### config.mk
export PLATFORM = sky130hd
export DESIGN_NAME = nes_bus
export DESIGN_NICKNAME = d
export VERILOG_FILES = /design/src/nes_bus_pkg.sv /design/src/nes_bus_ctrl.sv /design/src/cpu_memory_map.sv /design/src/ppu_registers.sv /design/src/ppu_timing.sv /design/src/ppu_memory_map.sv /design/src/nes_bus.sv
export VERILOG_INCLUDE_DIRS = /design/src
export SDC_FILE = /design/constraint.sdc
export NUM_CORES = 1
export LEC_CHECK = 0
export BUFFER_PORTS_ARGS = -buffer_cell sky130_fd_sc_hd__buf_4
export CELL_PAD_IN_SITES_DETAIL_PLACEMENT = 0
export CELL_PAD_IN_SITES_GLOBAL_PLACEMENT = 1
export CORE_UTILIZATION = 48
export CTS_CLUSTER_SIZE = 14
export DETAILED_ROUTE_END_ITERATION = 16
export PLACE_DENSITY = 0.87
export SLEW_MARGIN = 20
export SYNTH_ARGS = -nofsm -noshare
export SYNTH_HDL_FRONTEND = slang
export SYNTH_SLANG_ARGS = --single-unit
### constraint.sdc
create_clock -name i_clk -period 2.58 [get_ports i_clk]
set_clock_uncertainty 0.1 [all_clocks]
set_input_delay 0.258 -clock i_clk [delete_from_list [all_inputs] [get_ports i_clk]]
set_output_delay 0.258 -clock i_clk [all_outputs]
set_load 0.02 [all_outputs]
### src/nes_bus_defines.svh
`ifndef NES_BUS_DEFINES_SVH
`define NES_BUS_DEFINES_SVH

//////////////////////////////
// Clocking
//////////////////////////////

`define NES_CE_DIVIDE       3         // Master clocks per CPU cycle

//////////////////////////////
// Raster
//////////////////////////////

`define NES_DOTS_PER_LINE   341
`define NES_LINES_PER_FRAME 262
`define NES_VISIBLE_DOTS    256
`define NES_VISIBLE_LINES   240
`define NES_VBLANK_LINE     241       // First line of vertical blank
`define NES_PRERENDER_LINE  261

//////////////////////////////
// CPU address map
//////////////////////////////

`define NES_RAM_MASK        11        // 2 KB work RAM, mirrored up to 0x1FFF
`define NES_PPU_BASE        16'h2000
`define NES_IO_BASE         16'h4000  // APU and controllers, not decoded here
`define NES_PRG_BASE        16'h8000

`endif

### src/nes_bus_pkg.sv
`default_nettype none

package nes_bus_pkg;

    //////////////////////////////
    // CPU side
    //////////////////////////////

    // One CPU bus cycle as seen on the pins
    typedef struct packed {
        logic [15:0] address;
        logic        rw;          // 1 = read
        logic [7:0]  data;        // Write data
    } cpu_bus_t;

    // Decoded target of a CPU address
    typedef enum logic [1:0] {
        REGION_RAM  = 2'd0,
        REGION_PPU  = 2'd1,
        REGION_NONE = 2'd2,       // Open space, reads as zero
        REGION_PRG  = 2'd3
    } cpu_region_t;

    //////////////////////////////
    // PPU side
    //////////////////////////////

    // Access to one of the eight PPU registers
    typedef struct packed {
        logic       valid;        // High for a single enable cycle
        logic [2:0] sel;          // Register select, CPU address bits 2..0
        logic       rw;
        logic [7:0] data;
    } ppu_reg_req_t;

    // PPU video memory access
    typedef struct packed {
        logic [13:0] address;
        logic        rd;
        logic        we;
        logic [7:0]  data;
    } ppu_video_bus_t;

endpackage

`default_nettype wire

### src/nes_bus_ctrl.sv
`default_nettype none

`include "nes_bus_defines.svh"

module nes_bus_ctrl (
    input  wire                      i_clk,
    input  wire                      i_rst,
    input  wire [15:0]               i_address,
    output logic                     o_ce_cpu,
    output nes_bus_pkg::cpu_region_t o_region
);

    localparam int CNT_W = $clog2(`NES_CE_DIVIDE);

    //////////////////////////////
    // CPU clock enable
    //////////////////////////////

    logic [CNT_W-1:0] ce_cnt;

    always_ff @(posedge i_clk) begin
        if (i_rst) begin
            ce_cnt <= '0;
        end else if (ce_cnt == CNT_W'(`NES_CE_DIVIDE - 1)) begin
            ce_cnt <= '0;
        end else begin
            ce_cnt <= ce_cnt + 1'b1;
        end
    end

    // Last count of each period, so the first pulse lands on the third clock
    assign o_ce_cpu = (ce_cnt == CNT_W'(`NES_CE_DIVIDE - 1));

    //////////////////////////////
    // Address decode
    //////////////////////////////

    always_comb begin
        if (i_address < `NES_PPU_BASE) begin
            o_region = nes_bus_pkg::REGION_RAM;
        end else if (i_address < `NES_IO_BASE) begin
            o_region = nes_bus_pkg::REGION_PPU;
        end else if (i_address >= `NES_PRG_BASE) begin
            o_region = nes_bus_pkg::REGION_PRG;  // Cartridge space, 0x8000 up
        end else begin
            o_region = nes_bus_pkg::REGION_NONE;
        end
    end

endmodule

`default_nettype wire

### src/cpu_memory_map.sv
`default_nettype none

`include "nes_bus_defines.svh"

module cpu_memory_map (
    // Control and request
    input  wire                       i_ce_cpu,
    input  nes_bus_pkg::cpu_region_t  i_region,
    input  nes_bus_pkg::cpu_bus_t     i_cpu,
    output logic [7:0]                o_cpu_data,

    // RAM (read / write)
    output logic                      o_cs_ram,
    output logic [15:0]               o_address_ram,
    output logic                      o_rw_ram,
    output logic [7:0]                o_data_ram,
    input  wire  [7:0]                i_data_ram,

    // PRG (read only)
    output logic                      o_cs_prg,
    output logic [15:0]               o_address_prg,
    input  wire  [7:0]                i_data_prg,

    // PPU register port
    output nes_bus_pkg::ppu_reg_req_t o_ppu_req,
    input  wire  [7:0]                i_ppu_data
);

    // Selects only live in the enable cycle
    assign o_cs_ram = i_ce_cpu && (i_region == nes_bus_pkg::REGION_RAM);
    assign o_cs_prg = i_ce_cpu && (i_region == nes_bus_pkg::REGION_PRG);

    assign o_address_ram = 16'(i_cpu.address[`NES_RAM_MASK-1:0]);  // 2 KB mirror
    assign o_rw_ram      = i_cpu.rw;
    assign o_data_ram    = i_cpu.data;

    assign o_address_prg = {1'b0, i_cpu.address[14:0]};

    // PPU registers repeat every 8 bytes through 0x3FFF
    assign o_ppu_req.valid = i_ce_cpu && (i_region == nes_bus_pkg::REGION_PPU);
    assign o_ppu_req.sel   = i_cpu.address[2:0];
    assign o_ppu_req.rw    = i_cpu.rw;
    assign o_ppu_req.data  = i_cpu.data;

    //////////////////////////////
    // Read data return
    //////////////////////////////

    always_comb begin
        case (i_region)
            nes_bus_pkg::REGION_RAM: o_cpu_data = i_data_ram;
            nes_bus_pkg::REGION_PPU: o_cpu_data = i_ppu_data;
            nes_bus_pkg::REGION_PRG: o_cpu_data = i_data_prg;
            default:                 o_cpu_data = 8'h00;    // Nothing mapped
        endcase
    end

endmodule

`default_nettype wire

### src/ppu_registers.sv
`default_nettype none

module ppu_registers (
    input  wire                          i_clk,
    input  wire                          i_rst,
    input  nes_bus_pkg::ppu_reg_req_t    i_req,
    output logic [7:0]                   o_data,
    output nes_bus_pkg::ppu_video_bus_t  o_video,
    input  wire  [7:0]                   i_video_data,
    input  wire                          i_vblank_set,
    input  wire                          i_vblank_clear,
    output logic                         o_nmi_n
);

    localparam logic [2:0] REG_CTRL   = 3'd0;
    localparam logic [2:0] REG_MASK   = 3'd1;
    localparam logic [2:0] REG_STATUS = 3'd2;
    localparam logic [2:0] REG_ADDR   = 3'd6;
    localparam logic [2:0] REG_DATA   = 3'd7;

    logic [7:0]  ppuctrl;
    logic [7:0]  ppumask;         // Kept for software, rendering is not modelled
    logic        vblank;
    logic        addr_latch;      // 0 = next PPUADDR write is the high byte
    logic [13:0] vram_addr;
    logic [7:0]  read_buf;

    logic        wr_strobe;
    logic        rd_strobe;
    logic        status_rd;
    logic        palette_addr;
    logic [13:0] addr_step;

    assign wr_strobe    = i_req.valid && !i_req.rw;
    assign rd_strobe    = i_req.valid && i_req.rw;
    assign status_rd    = rd_strobe && (i_req.sel == REG_STATUS);
    assign palette_addr = (vram_addr[13:8] == 6'h3F);
    assign addr_step    = ppuctrl[2] ? 14'd32 : 14'd1;  // Across or down a nametable

    //////////////////////////////
    // Video bus, pre-increment address
    //////////////////////////////

    assign o_video.address = vram_addr;
    assign o_video.rd      = rd_strobe && (i_req.sel == REG_DATA);
    assign o_video.we      = wr_strobe && (i_req.sel == REG_DATA);
    assign o_video.data    = i_req.data;

    always_comb begin
        case (i_req.sel)
            REG_STATUS: o_data = {vblank, 7'b0};
            REG_DATA:   o_data = palette_addr ? i_video_data : read_buf;
            default:    o_data = 8'h00;           // Write-only registers
        endcase
    end

    assign o_nmi_n = !(vblank && ppuctrl[7]);

    //////////////////////////////
    // Register updates
    //////////////////////////////

    always_ff @(posedge i_clk) begin
        if (i_rst) begin
            ppuctrl    <= '0;
            ppumask    <= '0;
            vblank     <= 1'b0;
            addr_latch <= 1'b0;
            vram_addr  <= '0;
            read_buf   <= '0;
        end else begin
            // Status read on the set dot loses the flag, as on the real part
            if (i_vblank_set && !status_rd) begin
                vblank <= 1'b1;
            end else if (i_vblank_clear || status_rd) begin
                vblank <= 1'b0;
            end

            if (wr_strobe) begin
                case (i_req.sel)
                    REG_CTRL: ppuctrl <= i_req.data;
                    REG_MASK: ppumask <= i_req.data;
                    REG_ADDR: begin
                        if (!addr_latch) begin
                            vram_addr[13:8] <= i_req.data[5:0];
                        end else begin
                            vram_addr[7:0] <= i_req.data;
                        end
                        addr_latch <= !addr_latch;
                    end
                    REG_DATA: vram_addr <= vram_addr + addr_step;
                    default: ;
                endcase
            end

            if (rd_strobe) begin
                case (i_req.sel)
                    REG_STATUS: addr_latch <= 1'b0;
                    REG_DATA: begin
                        if (!palette_addr) begin
                            read_buf <= i_video_data;  // Delayed by one read
                        end
                        vram_addr <= vram_addr + addr_step;
                    end
                    default: ;
                endcase
            end
        end
    end

endmodule

`default_nettype wire

### src/ppu_timing.sv
`default_nettype none

`include "nes_bus_defines.svh"

module ppu_timing (
    input  wire        i_clk,
    input  wire        i_rst,
    output logic [8:0] o_x,
    output logic [8:0] o_y,
    output logic       o_visible,
    output logic       o_vblank_set,
    output logic       o_vblank_clear
);

    logic [8:0] dot;
    logic [8:0] line;

    // One dot per master clock
    always_ff @(posedge i_clk) begin
        if (i_rst) begin
            dot  <= '0;
            line <= '0;
        end else if (dot == 9'(`NES_DOTS_PER_LINE - 1)) begin
            dot <= '0;
            if (line == 9'(`NES_LINES_PER_FRAME - 1)) begin
                line <= '0;                        // Frame wrap
            end else begin
                line <= line + 1'b1;
            end
        end else begin
            dot <= dot + 1'b1;
        end
    end

    assign o_x       = dot;
    assign o_y       = line;
    assign o_visible = (dot < 9'(`NES_VISIBLE_DOTS)) && (line < 9'(`NES_VISIBLE_LINES));

    // Flag edges fall on dot 1 of their line
    assign o_vblank_set   = (line == 9'(`NES_VBLANK_LINE)) && (dot == 9'd1);
    assign o_vblank_clear = (line == 9'(`NES_PRERENDER_LINE)) && (dot == 9'd1);

endmodule

`default_nettype wire

### src/ppu_memory_map.sv
`default_nettype none

module ppu_memory_map (
    // Request and return
    input  wire                         i_clk,
    input  nes_bus_pkg::ppu_video_bus_t i_video,
    output logic [7:0]                  o_video_data,

    // Pattern table
    output logic                        o_cs_patterntable,
    output logic                        o_rw_patterntable,
    output logic [13:0]                 o_address_patterntable,
    input  wire  [7:0]                  i_data_patterntable,

    // Nametable
    output logic                        o_cs_nametable,
    output logic                        o_rw_nametable,
    output logic [13:0]                 o_address_nametable,
    output logic [7:0]                  o_data_nametable,
    input  wire  [7:0]                  i_data_nametable
);

    logic [7:0] palette [32];

    logic pattern_hit;
    logic palette_hit;
    logic nametable_hit;
    logic access;

    assign pattern_hit   = !i_video.address[13];                // 0x0000 - 0x1FFF
    assign palette_hit   = (i_video.address[13:8] == 6'h3F);    // 0x3F00 - 0x3FFF
    assign nametable_hit = i_video.address[13] && !palette_hit;
    assign access        = i_video.rd || i_video.we;

    assign o_cs_patterntable      = pattern_hit && access;
    assign o_rw_patterntable      = !i_video.we;
    assign o_address_patterntable = i_video.address;

    assign o_cs_nametable      = nametable_hit && access;
    assign o_rw_nametable      = !i_video.we;
    assign o_address_nametable = 14'(i_video.address[10:0]);   // Vertical mirroring
    assign o_data_nametable    = i_video.data;

    // Palette lives inside the PPU
    always_ff @(posedge i_clk) begin
        if (palette_hit && i_video.we) begin
            palette[i_video.address[4:0]] <= i_video.data;
        end
    end

    always_comb begin
        if (palette_hit) begin
            o_video_data = palette[i_video.address[4:0]];
        end else if (pattern_hit) begin
            o_video_data = i_data_patterntable;
        end else begin
            o_video_data = i_data_nametable;
        end
    end

endmodule

`default_nettype wire

### src/nes_bus.sv
`default_nettype none

module nes_bus (
    input  wire                    i_clk,
    input  wire                    i_rst,

    //////////////////////////////
    // CPU bus
    //////////////////////////////

    input  nes_bus_pkg::cpu_bus_t  i_cpu,
    output logic [7:0]             o_cpu_data,
    output logic                   o_ce_cpu,

    // RAM (read / write)
    output logic                   o_cs_ram,
    output logic [15:0]            o_address_ram,
    output logic                   o_rw_ram,
    output logic [7:0]             o_data_ram,
    input  wire  [7:0]             i_data_ram,

    // PRG (read only)
    output logic                   o_cs_prg,
    output logic [15:0]            o_address_prg,
    input  wire  [7:0]             i_data_prg,

    //////////////////////////////
    // PPU memory
    //////////////////////////////

    output logic                   o_cs_patterntable,
    output logic                   o_rw_patterntable,
    output logic [13:0]            o_address_patterntable,
    input  wire  [7:0]             i_data_patterntable,

    output logic                   o_cs_nametable,
    output logic                   o_rw_nametable,
    output logic [13:0]            o_address_nametable,
    output logic [7:0]             o_data_nametable,
    input  wire  [7:0]             i_data_nametable,

    //////////////////////////////
    // Video timing
    //////////////////////////////

    output logic [8:0]             o_video_x,
    output logic [8:0]             o_video_y,
    output logic                   o_video_visible,
    output logic                   o_nmi_n
);

    nes_bus_pkg::cpu_region_t    w_region;
    nes_bus_pkg::ppu_reg_req_t   w_ppu_req;
    logic [7:0]                  w_ppu_data;
    nes_bus_pkg::ppu_video_bus_t w_video;
    logic [7:0]                  w_video_data;
    logic                        w_vblank_set;
    logic                        w_vblank_clear;

    nes_bus_ctrl ctrl_i (
        .i_clk(i_clk),
        .i_rst(i_rst),
        .i_address(i_cpu.address),
        .o_ce_cpu(o_ce_cpu),
        .o_region(w_region)
    );

    cpu_memory_map cpu_map_i (
        .i_ce_cpu(o_ce_cpu),
        .i_region(w_region),
        .i_cpu(i_cpu),
        .o_cpu_data(o_cpu_data),
        .o_cs_ram(o_cs_ram),
        .o_address_ram(o_address_ram),
        .o_rw_ram(o_rw_ram),
        .o_data_ram(o_data_ram),
        .i_data_ram(i_data_ram),
        .o_cs_prg(o_cs_prg),
        .o_address_prg(o_address_prg),
        .i_data_prg(i_data_prg),
        .o_ppu_req(w_ppu_req),
        .i_ppu_data(w_ppu_data)
    );

    ppu_registers ppu_regs_i (
        .i_clk(i_clk),
        .i_rst(i_rst),
        .i_req(w_ppu_req),
        .o_data(w_ppu_data),
        .o_video(w_video),
        .i_video_data(w_video_data),
        .i_vblank_set(w_vblank_set),
        .i_vblank_clear(w_vblank_clear),
        .o_nmi_n(o_nmi_n)
    );

    ppu_timing ppu_timing_i (
        .i_clk(i_clk),
        .i_rst(i_rst),
        .o_x(o_video_x),
        .o_y(o_video_y),
        .o_visible(o_video_visible),
        .o_vblank_set(w_vblank_set),
        .o_vblank_clear(w_vblank_clear)
    );

    ppu_memory_map ppu_map_i (
        .i_clk(i_clk),
        .i_video(w_video),
        .o_video_data(w_video_data),
        .o_cs_patterntable(o_cs_patterntable),
        .o_rw_patterntable(o_rw_patterntable),
        .o_address_patterntable(o_address_patterntable),
        .i_data_patterntable(i_data_patterntable),
        .o_cs_nametable(o_cs_nametable),
        .o_rw_nametable(o_rw_nametable),
        .o_address_nametable(o_address_nametable),
        .o_data_nametable(o_data_nametable),
        .i_data_nametable(i_data_nametable)
    );

endmodule

`default_nettype wire

==> out/summary.json, run 1 <==
{
  "status": {"value": "complete, but fails checks"},
  "failed_checks": {"value": "negative hold slack, negative setup slack"},
  "diodes": {"value": 0},
  "global_route.usage.total": {"value": 24.0, "unit": "%"},
  "top_fanout_value_on_the_critical_path": {"value": 6},
  "via_per_inst": {"value": 5.73},
  "grt_max_degree": {"value": 37},
  "initial_core_util": {"value": 48.8, "unit": "%"},
  "grt_setup_unrepaired": {"value": "yes"},
  "syn-mean-instance-area": {"value": 14.5, "unit": "um2"},
  "synth_seq_cells": {"value": 302},
  "finalHoldViolCount": {"value": 1},
  "timing.slew.headroom": {"value": 49.6, "unit": "%"},
  "globalRouteOverflowTotal": {"value": 0},
  "worst_flop_to_flop_path_startpoint": {"value": "ppu_regs_i.vram_addr[11]"},
  "power.ir.vdd_worst": {"value": 437, "unit": "uV"},
  "num-nets-final": {"value": 1192},
  "place.port_buffers": {"value": 133},
  "placementRows": {"value": 61},
  "multi_input_comb_area": {"value": 4260, "unit": "um2"},
  "async_flop_share": {"value": 0, "unit": "%"},
  "layoutNonFillerInstCount": {"value": 1526},
  "leakage_power": {"value": 5.78, "unit": "nW"},
  "maxClockFrequency": {"value": 0.308, "unit": "GHz"},
  "synth-edff-count": {"value": 256},
  "worst_setup_hold_path_clk_slew": {"value": 0.06, "unit": "ns"},
  "top_level_ports": {"value": 171},
  "routedWlPerCell": {"value": 22.6, "unit": "um"},
  "fp.dieH": {"value": 170, "unit": "um"},
  "timing_max_transition_violations_final": {"value": 0},
  "cell_with_the_biggest_individual_delay_on_the_critical_path": {"value": "sky130_fd_sc_hd__mux4_2"},
  "reg2reg_setup_slack": {"value": 0.18, "unit": "ns"},
  "grt_antenna_before_repair": {"value": 0},
  "depth_of_the_most_critical_reg_to_reg_path": {"value": 8},
  "remaining_drc_errors": {"value": 0},
  "worst_r2r_endpoint": {"value": "ppu_map_i.palette[14][1]"},
  "clockBufferDepth": {"value": 3},
  "post-route-period-util": {"value": 126, "unit": "%"},
  "cp.required": {"value": 2.22, "unit": "ns"},
  "cts_root_buf": {"value": "sky130_fd_sc_hd__clkbuf_16"},
  "dominantRegCellSynth": {"value": "sky130_fd_sc_hd__edfxtp_1"},
  "cts_inserted_buffers": {"value": 30},
  "fraction_of_synthesized_cell_area_taken_by_the_top_area_cell_type": {"value": 56.7, "unit": "%"},
  "worstSetupPathType": {"value": "register to output pin"},
  "core_area": {"value": 27800, "unit": "um2"},
  "synth_cell_types": {"value": 69},
  "layout-drive-gt1-share": {"value": 34.1, "unit": "%"},
  "fillerInstances": {"value": 2093},
  "dpl.hpwl": {"value": 22400, "unit": "um"},
  "hold_ws": {"value": -0.000826, "unit": "ns"},
  "number_of_max_cap_violations": {"value": 0},
  "setup-violations-final": {"value": 8},
  "num_vias": {"value": 8741},
  "first_global_vias": {"value": 8573},
  "syn2layout_area_growth": {"value": 22.8, "unit": "%"},
  "worstSkewPairLatency": {"value": 0.55, "unit": "ns"},
  "min_period": {"value": 3.25, "unit": "ns"},
  "synthesis.area": {"value": 13600, "unit": "um2"},
  "yosys-top-cells-area": {"value": "sky130_fd_sc_hd__edfxtp_1 (57%), sky130_fd_sc_hd__mux4_2 (8.8%), sky130_fd_sc_hd__dfxtp_1 (6.8%), sky130_fd_sc_hd__buf_4 (3.7%), sky130_fd_sc_hd__nor2_1 (2.4%)"},
  "setup.worst_path.end": {"value": "o_cpu_data[3]"},
  "ys_top_cells_by_count": {"value": "sky130_fd_sc_hd__edfxtp_1 (256), sky130_fd_sc_hd__nor2_1 (85), sky130_fd_sc_hd__buf_4 (66)"},
  "cell_count_after_synthesis": {"value": 934},
  "post_synthesis_sequential_area_ratio": {"value": 63.4, "unit": "%"},
  "timing.critical_path.from_type": {"value": "register"},
  "path_common_cell": {"value": "sky130_fd_sc_hd__buf_12"},
  "critPathLaunch": {"value": "ppu_regs_i.vram_addr[0]"},
  "placement_stage_worst_setup_slack": {"value": -0.197, "unit": "ns"},
  "drt_first_iter_violations": {"value": 784},
  "p_per_area": {"value": 602, "unit": "nW/um2"},
  "antenna_nets_post_route": {"value": 0},
  "worstMarginPinSlew": {"value": 0.749, "unit": "ns"},
  "die_area": {"value": 28900, "unit": "um2"},
  "cts.sinks": {"value": 302},
  "drt-pass1-iter-count": {"value": 5},
  "cts-htree-levels": {"value": 1},
  "layout.area.seq": {"value": 8610, "unit": "um2"},
  "critPathMaxStageDelay": {"value": 0.50, "unit": "ns"},
  "kind_of_path_behind_the_tightest_hold_check": {"value": "primary input to register"},
  "crit_path_cell_trace": {"value": "buf_12 -> buf_12 -> mux4_2 -> a22o_1 -> a221oi_2 -> o211ai_1 -> a31o_1 -> buf_6"},
  "synthDominantAreaCellType": {"value": "sky130_fd_sc_hd__edfxtp_1"},
  "dp_cells": {"value": 1446},
  "arrival": {"value": 2.89, "unit": "ns"},
  "clock_tree_from_tritoncts": {"value": "done"},
  "worstSetupEndpointType": {"value": "output pin"},
  "first_pass_grt_wire_length": {"value": 51400, "unit": "um"},
  "x_dimension_of_the_die": {"value": 170, "unit": "um"},
  "synth_most_common_cell": {"value": "sky130_fd_sc_hd__edfxtp_1"},
  "gp_congestion": {"value": 0.893},
  "timing.final.ws_setup": {"value": -0.670, "unit": "ns"},
  "totalWireLength": {"value": 34500, "unit": "um"},
  "yosys_synthesis_warning_count": {"value": 0}
}
-- placed cells by master (no fill, tap or decap), drive strengths merged, types with 7 or more instances in the layout --
cell,instances
conb,9
nand2,58
o211ai,7
buf,250
xnor2,17
o21ai,28
and2,10
nor2,85
a21oi,10
clkinv,16
nor3,18
nand3,17
nand4,7
clkbuf,35
edfxtp,256
and3,15
a22o,14
nand2b,10
a221oi,8
mux4,57
dfxtp,46
mux2i,25
ha,9
inv,13
a211oi,9
a31oi,7
dlygate4sd3,17
-- layout make-up --
cell class,instances,area share [%]
repair buffers,267,13.6
inverters,14,0.315
clock inverters,21,1.29
clock buffers,35,4.62
well taps,378,2.84
flip-flops and latches,302,51.7
multi-input cells,509,25.6
-- power breakdown --
group          internal, mW  total [mW]  switching [mW]  leakage, nW
registers              5.29        5.30         0.00994         2.67
logic                 0.176       0.439           0.263         2.63
clock network          2.45        4.29            1.84        0.474
-- metrics by stage --
step	instance area (um2)	hold slack [ns]	util (%)	power (mW)	setup TNS (ns)
3_5_place_dp	15200	0.319	54.6	5.81	-1.09
4_1_cts	16600	0.00321	59.9	10.1	-4.74
2_1_floorplan	13600	0.257	-	5.65	0
6_report	16700	-0.000826	60.0	10.0	-4.57
5_1_grt	16700	0.0107	60.0	10.3	-5.19
3_3_place_gp	15200	0.305	54.6	5.81	-0.608
-- sequential cells by signal, summed over array words and instances (netlist names) --
register               count
ppu_map_i.palette        256
ppu_regs_i.vram_addr      14
ppu_timing_i.o_x           9
ppu_timing_i.o_y           9
ppu_regs_i.read_buf        8
ctrl_i.ce_cnt              2
ppu_regs_i.ppuctrl         2
ppu_regs_i.addr_latch      1
ppu_regs_i.vblank          1
-- per-layer routing --
| metal | global-route usage [%] | wire, um | vias up |
|---|---|---|---|
| li1 | - | - | 3910 |
| met1 | 31.7 | 14100 | 4309 |
| met2 | 40.1 | 16500 | 451 |
| met3 | 4.63 | 2920 | 71 |
| met4 | 7.87 | 1050 | 0 |
| met5 | 0 | 0 | - |
-- worst min-delay path by stage --
| stage | start | end | slack [ns] | cells after the start |
|---|---|---|---|---|
| floorplan | i_cpu[0] | ppu_map_i.palette[0][0] | 0.26 | 0 |
| global placement | ctrl_i.ce_cnt[0] | ctrl_i.ce_cnt[0] | 0.30 | 1 |
| detailed placement | ctrl_i.ce_cnt[0] | ctrl_i.ce_cnt[0] | 0.32 | 1 |
| CTS | i_data_patterntable[1] | ppu_regs_i.read_buf[1] | 0.003 | 3 |
| global route | i_cpu[2] | ppu_map_i.palette[22][2] | 0.01 | 1 |
| finish | i_data_patterntable[1] | ppu_regs_i.read_buf[1] | -0.0008 | 3 |
-- logic make-up (layout without fill, tap and decap cells) --
| group | count (synthesis) | after routing | share of synthesized area, % |
|---|---|---|---|
| xor+xnor | 22 | 22 | 1.42 |
| buf+inv | 131 | 337 | 6.45 |
| fa+ha+maj | 9 | 9 | 0.830 |
| simple gates | 256 | 256 | 9.19 |
| mux | 88 | 88 | 11.9 |
| flops | 302 | 302 | 63.4 |
| compound gates | 125 | 125 | 6.72 |
| other cells | 1 | 9 | 0.0276 |
-- critical path: cells and delay by family (launching register included) --
family,cells,cell delay (ns)
flops,1,0.35
buf+inv,3,0.40
compound gates,4,1.08
mux,1,0.50
-- repair_timing --
action / in CTS / in global routing
gates cloned: 3 / 0
resized for setup: 44 / 11
setup endpoints to repair: 8 / 29
buffers inserted: 6 / 1
pin swaps: 25 / 7
hold buffers: 17 / 0
endpoints found under the hold margin: 23 / 0
No activity file was read; power rests on OpenSTA's default activity.
==> run 2, diff against run 1 <==
--- a/config.mk
+++ b/config.mk
@@ -9,10 +9,10 @@
 export BUFFER_PORTS_ARGS = -buffer_cell sky130_fd_sc_hd__buf_4
 export CELL_PAD_IN_SITES_DETAIL_PLACEMENT = 0
 export CELL_PAD_IN_SITES_GLOBAL_PLACEMENT = 1
-export CORE_UTILIZATION = 48
+export CORE_UTILIZATION = 44
 export CTS_CLUSTER_SIZE = 14
 export DETAILED_ROUTE_END_ITERATION = 16
-export PLACE_DENSITY = 0.87
+export PLACE_DENSITY = 0.84
 export SLEW_MARGIN = 20
 export SYNTH_ARGS = -nofsm -noshare
 export SYNTH_HDL_FRONTEND = slang
==> constraint.sdc (replaced) <==
create_clock -name i_clk -period 2.6 [get_ports i_clk]
set_clock_uncertainty 0.1 [all_clocks]
set_input_delay 0.26 -clock i_clk [delete_from_list [all_inputs] [get_ports i_clk]]
set_output_delay 0.26 -clock i_clk [all_outputs]
set_load 0.02 [all_outputs]
==> run 2 against run 1 <==
  * The flow finishes with violations (negative setup slack)
  * Clock power shrank 1%
  * Die area is 9.0% higher
  * First-iteration DRC count fell by 11%
  * Wire length about the same
  * Clock-buffer cell count increased by 3
  * Utilization is 4.3 points lower
  * Register-to-register slack worse by 0.03 ns
  * Via count barely moved
  * Critical path depth unchanged
  * Highest routed layer unchanged
==> out/summary.json, run 2 (synthesis results as in run 1) <==
{
  "status": {"value": "complete, but fails checks", "change": "unchanged"},
  "failed_checks": {"value": "negative setup slack", "change": "was negative hold slack, negative setup slack"},
  "min_period": {"value": 3.23, "unit": "ns"},
  "top_fanout_value_on_the_critical_path": {"value": 6, "change": "unchanged"},
  "worstSetupEndpointType": {"value": "output pin", "change": "unchanged"},
  "globalRouteOverflowTotal": {"value": 0, "change": "unchanged"},
  "num-nets-final": {"value": 1198, "change": "was 1192"},
  "drt-pass1-iter-count": {"value": 4, "change": "was 5"},
  "layout_common_cells": {"value": "sky130_fd_sc_hd__edfxtp_1 (256), sky130_fd_sc_hd__buf_4 (234), sky130_fd_sc_hd__nor2_1 (85)", "change": "was sky130_fd_sc_hd__edfxtp_1 (256), sky130_fd_sc_hd__buf_4 (225), sky130_fd_sc_hd__nor2_1 (85)"},
  "leakage_power": {"value": 5.76, "unit": "nW", "change": "was 5.78 nW"},
  "gp_congestion": {"value": 0.871, "change": "was 0.893"},
  "worstMarginPinSlew": {"value": 0.634, "unit": "ns", "change": "was 0.749 ns"},
  "clock_tree_from_tritoncts": {"value": "done", "change": "unchanged"},
  "post-route-period-util": {"value": 124, "unit": "%"},
  "power.ir.vdd_worst": {"value": 485, "unit": "uV", "change": "was 437 uV"},
  "syn2layout_area_growth": {"value": 22.9, "unit": "%", "change": "was 22.8%"},
  "kind_of_path_behind_the_tightest_hold_check": {"value": "primary input to register", "change": "unchanged"},
  "grt_max_degree": {"value": 38, "change": "was 37"},
  "dpl.hpwl": {"value": 22800, "unit": "um", "change": "was 22400 um"},
  "antenna_nets_post_route": {"value": 0, "change": "unchanged"},
  "layout-drive-gt1-share": {"value": 34.7, "unit": "%", "change": "was 34.1%"},
  "timing.slew.headroom": {"value": 57.7, "unit": "%", "change": "was 49.6%"},
  "die_area": {"value": 31500, "unit": "um2", "change": "was 28900 um2"},
  "global_route.usage.total": {"value": 21.8, "unit": "%", "change": "was 24.0%"},
  "worst_hold_path.num_cells": {"value": 3, "change": "unchanged"},
  "mostFrequentLayoutCell": {"value": "sky130_fd_sc_hd__edfxtp_1", "change": "unchanged"},
  "diodes": {"value": 0, "change": "unchanged"},
  "cts-htree-levels": {"value": 1, "change": "unchanged"},
  "timing_max_transition_violations_final": {"value": 0, "change": "unchanged"},
  "arrival": {"value": 2.87, "unit": "ns", "change": "was 2.89 ns"},
  "drt_first_iter_violations": {"value": 694, "change": "was 784"},
  "initial_core_util": {"value": 45.3, "unit": "%", "change": "was 48.8%"},
  "core_area": {"value": 30000, "unit": "um2", "change": "was 27800 um2"},
  "first_global_vias": {"value": 8494, "change": "was 8573"},
  "cts.sinks": {"value": 302, "change": "unchanged"},
  "totalWireLength": {"value": 34500, "unit": "um", "change": "about the same"},
  "placementRows": {"value": 63, "change": "was 61"},
  "routedWlPerCell": {"value": 22.4, "unit": "um", "change": "was 22.6 um"},
  "p_per_area": {"value": 595, "unit": "nW/um2", "change": "was 602 nW/um2"},
  "timing.critical_path.from_type": {"value": "register", "change": "unchanged"},
  "num_vias": {"value": 8740, "change": "was 8741"},
  "timing.final.ws_setup": {"value": -0.627, "unit": "ns", "change": "was -0.670 ns"},
  "x_dimension_of_the_die": {"value": 178, "unit": "um", "change": "was 170 um"},
  "place.port_buffers": {"value": 133, "change": "unchanged"},
  "finalHoldViolCount": {"value": 0, "change": "was 1"},
  "worstSetupPathType": {"value": "register to output pin", "change": "unchanged"},
  "largest_register_ffs": {"value": 256, "change": "unchanged"},
  "top_level_ports": {"value": 171, "change": "unchanged"},
  "maxClockFrequency": {"value": 0.310, "unit": "GHz"},
  "final.setup.tns": {"value": -4.46, "unit": "ns", "change": "was -4.57 ns"},
  "via_per_inst": {"value": 5.66, "change": "was 5.73"},
  "fp.dieH": {"value": 178, "unit": "um", "change": "was 170 um"},
  "worstSkewPairLatency": {"value": 0.56, "unit": "ns", "change": "was 0.55 ns"},
  "cts_root_buf": {"value": "sky130_fd_sc_hd__clkbuf_16", "change": "unchanged"},
  "cp.required": {"value": 2.24, "unit": "ns", "change": "was 2.22 ns"},
  "grt_antenna_before_repair": {"value": 1, "change": "was 0"},
  "depth_of_the_most_critical_reg_to_reg_path": {"value": 9, "change": "was 8"},
  "number_of_max_cap_violations": {"value": 0, "change": "unchanged"},
  "clockBufferDepth": {"value": 3, "change": "unchanged"},
  "layout.core_utilization": {"value": 55.7, "unit": "%", "change": "was 60.0%"},
  "grt_setup_unrepaired": {"value": "yes", "change": "unchanged"},
  "setup-violations-final": {"value": 8, "change": "unchanged"},
  "cts_inserted_buffers": {"value": 31, "change": "was 30"},
  "first_pass_grt_wire_length": {"value": 51100, "unit": "um", "change": "was 51400 um"},
  "worst_setup_hold_path_clk_slew": {"value": 0.06, "unit": "ns", "change": "about the same"},
  "remaining_drc_errors": {"value": 0, "change": "unchanged"}
}
run 2: cell type report:
type | instances | area (um2)
repair buffers | 272 | 2270
multi-input cells | 509 | 4280
well taps | 390 | 488
clock inverters | 20 | 166
fillers | 2379 | 13300
clock buffers | 38 | 802
flip-flops and latches | 302 | 8620
inverters | 14 | 52.6
run 2: report_power, final:
group | internal [mW] | switching, mW | total [mW]
Sequential | 5.25 | 0.00964 | 5.26
Clock | 2.40 | 1.83 | 4.23
Combinational | 0.173 | 0.256 | 0.429
Total | 7.82 | 2.09 | 9.92
run 2: metal layers:
layer,vias to the layer above,wire (um),global-route usage (%)
li1,3919,-,-
met1,4366,14400,29.7
met2,397,16600,36.5
met3,58,2540,2.89
met4,0,976,6.30
met5,-,0,0
run 2: what timing repair did:
action	in CTS	in global routing
hold endpoints to repair	33	0
buffers inserted	7	3
setup endpoints to repair	16	9
cloned	1	1
pin swaps	18	18
gates resized for setup	23	38
hold buffers	14	0
run 2: worst paths after layout:
kind / end / slack (ns) / startpoint
max reg2reg: ppu_map_i.palette[28][2] / 0.15 / ppu_regs_i.vram_addr[11]
min reg2reg: ctrl_i.ce_cnt[0] / 0.32 / ctrl_i.ce_cnt[0]
max: o_cpu_data[3] / -0.63 / ppu_regs_i.vram_addr[0]
min: ppu_regs_i.read_buf[7] / 0.004 / i_data_patterntable[7]
run 2: worst max-delay path, cell delays in order, from the launching register on:
cell and delay (ns):
sky130_fd_sc_hd__dfxtp_4 0.42, sky130_fd_sc_hd__buf_12 0.12, sky130_fd_sc_hd__clkbuf_16 0.13, sky130_fd_sc_hd__buf_4 0.14
sky130_fd_sc_hd__mux4_2 0.54, sky130_fd_sc_hd__a221oi_2 0.32, sky130_fd_sc_hd__o211ai_1 0.23, sky130_fd_sc_hd__a31o_1 0.28
sky130_fd_sc_hd__buf_6 0.13
run 2: metrics by stage:
stage / cell area, um2 / hold slack, ns / power [mW] / std cells / setup WS (ns)
after global placement: 15200 / 0.305 / 5.76 / 1465 / -0.225
after detailed placement: 15200 / 0.311 / 5.77 / 1465 / -0.226
after CTS: 16500 / 0.00433 / 9.97 / 1544 / -0.589
final: 16700 / 0.00405 / 9.92 / 1545 / -0.627
after global routing: 16700 / 0.0133 / 10.2 / 1545 / -0.666
after floorplan: 13600 / 0.259 / 5.61 / 942 / 0.00108
